`src/source/mul_cfg_pkg.sv`:
```
/*
 * Multiplier configuration defaults
 * Operand and digit widths used by the top level, plus index sizing
 */
package mul_cfg_pkg;

	// Operand widths
	parameter int A_WIDTH_DEF = 64;
	parameter int B_WIDTH_DEF = 64;

	// Digit of b consumed per partial product
	parameter int DIGIT_WIDTH_DEF = 4;

	// Digit index width, enough for 256 digits
	parameter int INDEX_W = 8;

endpackage

```
`src/source/mul_types_pkg.sv`:
```
/*
 * Multiplier shared types
 * Sequencer states, per-digit command and top-level status
 */
package mul_types_pkg;
	import mul_cfg_pkg::*;

	// Run control states
	typedef enum logic [1:0] {
		ST_IDLE         = 2'd0,
		ST_ISSUE        = 2'd1,
		ST_WAIT_PARTIAL = 2'd2,
		ST_FINISH       = 2'd3
	} seq_state_t;

	// Per-digit command from the sequencer
	typedef struct packed {
		logic               start;
		logic               clear;
		logic [INDEX_W-1:0] index;
	} digit_cmd_t;

	// Run status seen from outside
	typedef struct packed {
		logic busy;
		logic done;
	} mul_status_t;

endpackage

```
`src/source/digit_mul_unit.sv`:
```
/*
 * Digit multiplier
 * Forms a_op times one digit by bit-serial shift-and-add
 */
`timescale 1ns/1ps

module digit_mul_unit
	import mul_types_pkg::*;
#(
	parameter int A_WIDTH     = 64,
	parameter int DIGIT_WIDTH = 4
) (
	input  logic                           clk,
	input  logic                           rst,
	input  digit_cmd_t                     cmd,
	input  logic [A_WIDTH-1:0]             a_op,
	input  logic [DIGIT_WIDTH-1:0]         digit,
	output logic [A_WIDTH+DIGIT_WIDTH-1:0] partial,
	output logic                           partial_valid
);

	localparam int SUM_W = A_WIDTH + DIGIT_WIDTH;
	localparam int CNT_W = (DIGIT_WIDTH > 1) ? $clog2(DIGIT_WIDTH) : 1;

	logic [SUM_W-1:0]       sum;
	logic [SUM_W-1:0]       a_ext;
	logic [DIGIT_WIDTH-1:0] digit_q;
	logic [CNT_W-1:0]       bit_cnt;
	logic                   active;

	assign a_ext = SUM_W'(a_op);

	// Sum register, one digit bit per cycle
	always_ff @(posedge clk) begin
		if (cmd.start) begin
			sum <= '0;
			digit_q <= digit;
		end else if (active && digit_q[bit_cnt]) begin
			sum <= sum + (a_ext << bit_cnt);
		end
	end

	// Bit counter and completion pulse
	always_ff @(posedge clk) begin
		if (rst) begin
			active <= 1'b0;
			bit_cnt <= '0;
			partial_valid <= 1'b0;
		end else begin
			partial_valid <= 1'b0;
			if (cmd.start) begin
				active <= 1'b1;
				bit_cnt <= '0;
			end else if (active) begin
				bit_cnt <= bit_cnt + 1'b1;
				// Last bit folds in on this edge, so the sum is final next cycle
				if (bit_cnt == CNT_W'(DIGIT_WIDTH - 1)) begin
					active <= 1'b0;
					partial_valid <= 1'b1;
				end
			end
		end
	end

	assign partial = sum;

endmodule

```
`src/source/digit_sequencer.sv`:
```
/*
 * Digit sequencer
 * Captures operands on start and walks b one digit at a time,
 * LSD first, issuing one command per partial product
 */
`timescale 1ns/1ps

module digit_sequencer
	import mul_cfg_pkg::*;
	import mul_types_pkg::*;
#(
	parameter int A_WIDTH     = 64,
	parameter int B_WIDTH     = 64,
	parameter int DIGIT_WIDTH = 4
) (
	input  logic                   clk,
	input  logic                   rst,
	input  logic                   start,
	input  logic [A_WIDTH-1:0]     a,
	input  logic [B_WIDTH-1:0]     b,
	output logic [A_WIDTH-1:0]     a_op,
	output logic [DIGIT_WIDTH-1:0] digit,
	output digit_cmd_t             cmd,
	input  logic                   partial_valid,
	output mul_status_t            status
);

	localparam int NUM_DIGITS = B_WIDTH / DIGIT_WIDTH;

	seq_state_t         state;
	logic [INDEX_W-1:0] index;
	logic [A_WIDTH-1:0] a_q;
	logic [B_WIDTH-1:0] b_q;
	logic               accept;
	logic               last_digit;

	// Start is taken whenever busy is low, including the done cycle
	assign accept = start && ((state == ST_IDLE) || (state == ST_FINISH));
	assign last_digit = (index == INDEX_W'(NUM_DIGITS - 1));

	// Operand capture
	always_ff @(posedge clk) begin
		if (accept) begin
			a_q <= a;
			b_q <= b;
		end
	end

	// Run control FSM
	always_ff @(posedge clk) begin
		if (rst) begin
			state <= ST_IDLE;
			index <= '0;
		end else begin
			unique case (state)
				ST_IDLE: begin
					if (accept) begin
						index <= '0;
						state <= ST_ISSUE;
					end
				end
				ST_ISSUE: begin
					state <= ST_WAIT_PARTIAL;
				end
				ST_WAIT_PARTIAL: begin
					if (partial_valid) begin
						if (last_digit) begin
							state <= ST_FINISH;
						end else begin
							index <= index + 1'b1;
							state <= ST_ISSUE;
						end
					end
				end
				ST_FINISH: begin
					if (accept) begin
						index <= '0;
						state <= ST_ISSUE;
					end else begin
						state <= ST_IDLE;
					end
				end
				default: begin
					state <= ST_IDLE;
				end
			endcase
		end
	end

	// Datapath feeds for the digit multiplier
	assign a_op = a_q;
	assign digit = b_q[index * DIGIT_WIDTH +: DIGIT_WIDTH];

	// One start per digit, clear only with the first one
	assign cmd.start = (state == ST_ISSUE);
	assign cmd.clear = (state == ST_ISSUE) && (index == '0);
	assign cmd.index = index;

	// Done lasts exactly the one finish cycle
	assign status.busy = (state == ST_ISSUE) || (state == ST_WAIT_PARTIAL);
	assign status.done = (state == ST_FINISH);

endmodule

```
`src/source/mul_top.sv`:
```
/*
 * Digit-serial multiplier top level
 * Sequencer, digit multiplier and accumulator for unsigned a times b
 */
`timescale 1ns/1ps

module mul_top
	import mul_cfg_pkg::*;
	import mul_types_pkg::*;
#(
	parameter int A_WIDTH     = A_WIDTH_DEF,
	parameter int B_WIDTH     = B_WIDTH_DEF,
	parameter int DIGIT_WIDTH = DIGIT_WIDTH_DEF
) (
	input  logic                       clk,
	input  logic                       rst,
	input  logic                       start,
	input  logic [A_WIDTH-1:0]         a,
	input  logic [B_WIDTH-1:0]         b,
	output logic [A_WIDTH+B_WIDTH-1:0] product,
	output mul_status_t                status
);

	logic [A_WIDTH-1:0]             a_op;
	logic [DIGIT_WIDTH-1:0]         digit;
	digit_cmd_t                     cmd;
	logic [A_WIDTH+DIGIT_WIDTH-1:0] partial;
	logic                           partial_valid;

	digit_sequencer #(
		.A_WIDTH     (A_WIDTH),
		.B_WIDTH     (B_WIDTH),
		.DIGIT_WIDTH (DIGIT_WIDTH)
	) seq0 (
		.clk           (clk),
		.rst           (rst),
		.start         (start),
		.a             (a),
		.b             (b),
		.a_op          (a_op),
		.digit         (digit),
		.cmd           (cmd),
		.partial_valid (partial_valid),
		.status        (status)
	);

	digit_mul_unit #(
		.A_WIDTH     (A_WIDTH),
		.DIGIT_WIDTH (DIGIT_WIDTH)
	) mul0 (
		.clk           (clk),
		.rst           (rst),
		.cmd           (cmd),
		.a_op          (a_op),
		.digit         (digit),
		.partial       (partial),
		.partial_valid (partial_valid)
	);

	product_accumulator #(
		.A_WIDTH     (A_WIDTH),
		.B_WIDTH     (B_WIDTH),
		.DIGIT_WIDTH (DIGIT_WIDTH)
	) acc0 (
		.clk           (clk),
		.rst           (rst),
		.cmd           (cmd),
		.partial       (partial),
		.partial_valid (partial_valid),
		.product       (product)
	);

endmodule

```
`src/source/product_accumulator.sv`:
```
/*
 * Product accumulator
 * Adds each partial product into the result at its digit weight
 */
`timescale 1ns/1ps

module product_accumulator
	import mul_cfg_pkg::*;
	import mul_types_pkg::*;
#(
	parameter int A_WIDTH     = 64,
	parameter int B_WIDTH     = 64,
	parameter int DIGIT_WIDTH = 4
) (
	input  logic                           clk,
	input  logic                           rst,
	input  digit_cmd_t                     cmd,
	input  logic [A_WIDTH+DIGIT_WIDTH-1:0] partial,
	input  logic                           partial_valid,
	output logic [A_WIDTH+B_WIDTH-1:0]     product
);

	localparam int PROD_W = A_WIDTH + B_WIDTH;

	logic [INDEX_W-1:0] index_q;
	logic [PROD_W-1:0]  partial_ext;
	logic [PROD_W-1:0]  weighted;

	// Digit position held for the whole digit period
	always_ff @(posedge clk) begin
		if (cmd.start) begin
			index_q <= cmd.index;
		end
	end

	assign partial_ext = PROD_W'(partial);
	assign weighted = partial_ext << (index_q * DIGIT_WIDTH);

	// Result register, holds between runs
	always_ff @(posedge clk) begin
		if (rst) begin
			product <= '0;
		end else if (cmd.clear) begin
			product <= '0;
		end else if (partial_valid) begin
			product <= product + weighted;
		end
	end

endmodule
```
`config.mk`:
```
export PLATFORM = sky130hd
export DESIGN_NAME = mul_top
export DESIGN_NICKNAME = d
export VERILOG_FILES = /design/src/source/mul_cfg_pkg.sv /design/src/source/mul_types_pkg.sv /design/src/source/digit_mul_unit.sv /design/src/source/digit_sequencer.sv /design/src/source/mul_top.sv /design/src/source/product_accumulator.sv
export SDC_FILE = /design/constraint.sdc
export NUM_CORES = 1
export LEC_CHECK = 0
export BUFFER_PORTS_ARGS = -buffer_cell sky130_fd_sc_hd__buf_2
export CORE_AREA = 2 2 298 300
export DETAILED_ROUTE_END_ITERATION = 12
export DIE_AREA = 0 0 300 302
export GPL_TIMING_DRIVEN = 0
export SYNTH_ARGS = -nofsm -noshare
export SYNTH_HDL_FRONTEND = slang
export SYNTH_SLANG_ARGS = --single-unit
```
`constraint.sdc`:
```
create_clock -name clk -period 11.4 [get_ports clk]
set_clock_uncertainty 0.2 [all_clocks]
set_input_delay 2.28 -clock clk [delete_from_list [all_inputs] [get_ports clk]]
set_output_delay 2.28 -clock clk [all_outputs]
set_load 0.01 [all_outputs]
```
; Yosys cells after proc, flatten, opt, wreduce, memory -nomap -nowiden
; Cells that the tools add are included.
[classes]
addsub = 4
order_cmp = 1
n_eq_ne = 9
shift = 3
muxes = 15
n_bitwise = 1
n_reduce_logical = 14
[ops]
columns = operator, count
row1 = $add 128x128->128, 1
row2 = $shl 68x10->128, 1
row3 = $add 68x68->68, 1
row4 = $shl 64x2->68, 1
row5 = $shiftx 64x11->4, 1
row6 = $mux 8, 3
row7 = $pmux 8 s2, 1
row8 = $add 8x1->8 const B, 1
row9 = $eq 8x4->1 const B, 1
row10 = $logic_not 8->1, 1
row11 = $pmux 2 s4, 1
row12 = $eq 2x2->1 const B, 3
row13 = $mux 1, 6
row14 = $mux 2, 3
row15 = $ne 2x1->1 const B, 3
row16 = $reduce_or 2->1, 3
row17 = $reduce_and 4->1, 1
row18 = $logic_and 1x1->1, 3
row19 = $lt 2x3->1 const B, 1
row20 = $reduce_or 3->1, 1
row21 = $add 2x1->2 const B, 1
row22 = $bmux 1 s2, 1
row23 = $eq 2x1->1 const B, 1
row24 = $logic_not 2->1, 1
row25 = 5 further kinds, 6
[totals]
ff_bits = 350
in_bits = 131
wordCells = 58

; Longest topological paths before layout
[logic_depth]
word_depth = 5
depth_mapped = 24
mapped_depth_nobuf = 20

; Hierarchy
; From an unflattened synthesis, not the netlist that was laid out.
[unflattened]
hier_cells = 3660
area_unflattened_um2 = 29852.4
[modules_own_cells]
columns = module, n_inst, cells_each, area_each_um2
row1 = product_accumulator, 1, 2456, 16802.4
row2 = digit_mul_unit, 1, 968, 8010.2
row3 = digit_sequencer, 1, 236, 5039.8

; Least setup slack after synthesis
; Ideal clock, no wire load.
[synth_timing]
path_kind = input port to flip-flop
from = input start
to = register seq0.a_q[0], in the netlist seq0.a_op[0], enable pin
t_arrival_ns = 4.859
required_ns = 10.719
path_slack_ns = 5.860
stages = 2
path_buffers = 0
cell_sequence = nand2b_1 inv_1
[synth_via]
elab_chain_len = 1
[synth_rtl]
columns = element, line
row1 = "start, declared", mul_top.sv:17  ; input logic start,
row2 = $logic_and 1x1->1, digit_sequencer.sv:38  ; assign accept = start && ((state == ST_IDLE) || (state == ST_FINISH));
row3 = named net seq0.accept, digit_sequencer.sv:34  ; logic accept;
row4 = "end signal, assigned", digit_sequencer.sv:44  ; a_q <= a;
row5 = "end, declared", digit_sequencer.sv:32  ; logic [A_WIDTH-1:0] a_q;
; The timed path passes the listed nets, and every way through them passes these cells.
; A chain may end at the register's enable or synchronous reset.

; Worst setup path in the final report
[layout_timing]
from = register acc0.index_q[0]
to = register acc0.product[124]
[layout_via]
elab_chain_len = 2
[layout_rtl]
columns = element, line
row1 = "start, declared", product_accumulator.sv:25  ; logic [INDEX_W-1:0] index_q;
row2 = "start signal, assigned", product_accumulator.sv:32  ; index_q <= cmd.index;
row3 = $shl 68x10->128, product_accumulator.sv:37  ; assign weighted = partial_ext << (index_q * DIGIT_WIDTH);
row4 = $add 128x128->128, product_accumulator.sv:46  ; product <= product + weighted;
row5 = "end signal, assigned", product_accumulator.sv:46
row6 = "end, declared", product_accumulator.sv:20  ; output logic [A_WIDTH+B_WIDTH-1:0] product
; Every way passes these cells.

==> results.md <==
- Hold Fails Final Rpt: 0
- Seq pwr share: 28.4%
- Highest clock rate: 0.123 GHz
- Req. time, crit path: 11.68 ns
- Root Buffer: clkbuf_16
- Clock tree buffer depth: 3
- Post-CTS Resized: 0
- Clk sink count: 350
- Share of the synthesized area in the top cell type: 13.9%
- First-pass GRT wire length: 183,000 um
- Buf/Inv on CP: 6
- VDD IR max: 0.128 mV
- Critical path peak fanout: 10
- Dpl hpwl: 101,000 um
- Syn. warnings: 0
- Final ANT Viol Nets: 0
- Clock Latency Late Sink: 0.65 ns
- Starting Density: 34.7%
- NumNets Final: 4,298
- Syn Area/Cell: 8.30 um^2
- Router iterations before antenna repair: 6
- DR DRC count: 0
- Multi-input gate area: 20,800 um^2
- Setup tns final: 0 ns
- Clock buffer count from CTS: 44
- Routability-driven placement congestion ratio: 1.00
- Slowest cell on the critical path: a31oi_1
- Crit share post-route: 71.0%
- Drt wl/cell: 24.1 um
- Leakage: 0.0132 uW
- Total number of vias: 30,100
- Cts hold-fix bufs: 0
- Number of distinct library cells after synthesis: 94
- Total GRT Usage: 26.5%
- Core area: 87,600 um^2
- Layout cells sized above 1: 13.5%
- Clock Power Share: 22.3%
- Setup violators final: 0
- Slew @ Worst Pin: 1.33 ns
- Cell-internal power: 3580 uW
- Net count after synthesis: 3,991
- Yosys reg bits: 350
- Clock transition time at the flip-flop clock pins of the worst setup and hold paths: 0.06 ns
- Vias in the first global route: 28,700
- Tmin final: 8.10 ns
- H-Tree Depth: 2
- CTS tree: yes
- Net switching power: 2900 uW
- Pins Over Slew Limit: 0
- Post-synthesis sequential area ratio: 27.7%
- Most used flip-flop cell after synthesis: dfxtp_1
- Critical Path Start Type: register
- Async S/R FF share, synth: 0%
- Commonest cells after routing, fill and taps aside: nand2_1, a21oi_1, nor2_1, buf_2, o21ai_0
- CP delay by family, top: compound AO/OA/AOI/OAI gates
- Synth top area cells: dfxtp_1, edfxtp_1, mux4_2
- Total setup buffers inserted after CTS: 0
- Most common cell after layout, fill and taps aside: nand2_1
- Gate power share: 49.3%
- Register cell area after layout: 8410 um^2
- Height of the die: 302 um
- Num rows: 109
- DIE WIDTH: 300 um
- Outcome: completed
- Largest net degree at the start of global routing: 66
- Number of flops mapped to enable cells by yosys: 140
- Filler Cells Inserted: 9,144
- Setup Crit Path Kind: register to register
- Crit-path cells: buf_2 > buf_2 > buf_2 > buf_2 > clkbuf_1 > o21ai_0 > a31oi_1 > nand2_1 > o21ai_0 > nor2_1 > ha_1 > buf_2 > nand4_1 > or3_1 > nor4_1 > o2111ai_1 > a2111oi_2 > nor2_1 > o31ai_2 > a31oi_1 > xnor2_1 > o21ai_1
- GR Overflow Total: 0
- Max_cap viols: 0
- Mapped Cells: 3,657
- Die area: 90,600 um^2
- WP data arrival: 8.38 ns
- Slowest stage delay, CP: 0.89 ns
- Antenna violations before repair: 5
- Most common cell on crit path: buf_2
- Synthesized area: 30,300 um^2
- Layout Utilization: 39.5%
- IO Port Bufs: 260
- Sw frac: 44.8%
- Synth-to-layout area growth: 14.0%
- DR iter-0 viols: 2,918
- Drt via density: 5.83
- PwrDens: 187 nW/um^2
- Drt total wl: 125,000 um
- RSZ-0062 raised after global routing: false
- Crit. End Element: register
- Max_slew headroom: 11.2%
- Ports: 261
- Post-synth top area cell: dfxtp_1
- HP Class: register to register
## synth_stat cells, types with 30 or more instances
| cell type | number |
|---|---|
| a21o_1 | 97 |
| a21oi_1 | 408 |
| a22oi_1 | 39 |
| a31oi_1 | 55 |
| and3_1 | 30 |
| buf_1 | 40 |
| clkbuf_1 | 185 |
| dfxtp_1 | 210 |
| edfxtp_1 | 140 |
| ha_1 | 201 |
| inv_1 | 55 |
| mux2i_1 | 86 |
| mux4_2 | 124 |
| nand2_1 | 409 |
| nand2b_1 | 30 |
| nand3_1 | 59 |
| nand4_1 | 93 |
| nor2_1 | 374 |
| nor2b_1 | 51 |
| nor3_1 | 59 |
| o21a_1 | 49 |
| o21ai_0 | 242 |
| o21bai_1 | 54 |
| o22ai_1 | 41 |
| xnor2_1 | 101 |
| xor2_1 | 69 |
## final timing paths
path / start / endpoint / slack [ns] / depth (start not counted)
setup reg to reg: acc0.index_q[0]$_DFFE_PP_ / acc0.product[124]$_SDFFE_PP0P_ / 3.30 / 22
hold / removal: seq0.index[3]$_SDFFE_PP0P_ / acc0.index_q[3]$_DFFE_PP_ / 0.23 / 0
hold reg to reg: seq0.index[3]$_SDFFE_PP0P_ / acc0.index_q[3]$_DFFE_PP_ / 0.23 / 0
setup / recovery: acc0.index_q[0]$_DFFE_PP_ / acc0.product[124]$_SDFFE_PP0P_ / 3.30 / 22
## layout make-up
cell class / instances / share of cell area, %
multi-input cells: 3007 / 60.1
flip-flops and latches: 350 / 24.3
well taps: 1165 / 4.21
repair buffers: 261 / 3.84
clock buffers: 56 / 3.40
plain buffers: 244 / 2.73
clock inverters: 24 / 0.803
inverters: 56 / 0.622
diodes: 3 / 0.0217
## power groups by stage
stage / Clock (uW) / Combinational [uW] / Sequential [uW]
floorplan: 0 / 2300 / 1730
global placement: 0 / 3110 / 1880
detailed placement: 0 / 3130 / 1860
CTS: 1480 / 3150 / 1830
global route: 1530 / 3480 / 1860
finish: 1450 / 3190 / 1840
## state kept, by name (all words and copies together), names as in the netlist
register	flops
acc0.index_q	8
seq0.index	8
mul0.active	1
mul0.partial	68
acc0.product	128
mul0.partial_valid	1
mul0.digit_q	4
seq0.state	2
mul0.bit_cnt	2
seq0.b_q	64
seq0.a_op	64
## routing by layer
layer  global-route usage (%)  vias to the layer above  wire (um)
met3                     3.68                      232       8330
met2                     44.0                     1191      57800
li1                         -                    14300          -
met4                     11.9                        4       6070
met5                        0                        -         27
met1                     34.5                    14400      52300
## through the flow
| step | std cells | instance area, um^2 | setup slack [ns] | hold slack (ns) | power [uW] |
|---|---|---|---|---|---|
| after floorplan | 3657 | 30300 | 5.86 | 0.206 | 4030 |
| after global placement | 5082 | 33100 | 3.61 | 0.216 | 4990 |
| after detailed placement | 5083 | 33100 | 3.55 | 0.221 | 4990 |
| after CTS | 5163 | 34600 | 3.52 | 0.236 | 6450 |
| after global routing | 5166 | 34600 | 3.06 | 0.260 | 6870 |
| final | 5166 | 34600 | 3.30 | 0.232 | 6480 |
## kinds of logic after synthesis
kind of cell    Yosys count  synth area share (%)
mux                     225                  12.6
flops                   350                  27.7
xor+xnor                170                  4.91
fa+ha+maj               203                  8.42
simple gates           1230                  18.8
compound gates         1179                  23.8
buf+inv                 300                  3.81
Note: power is estimated with default switching activity, not from simulation.
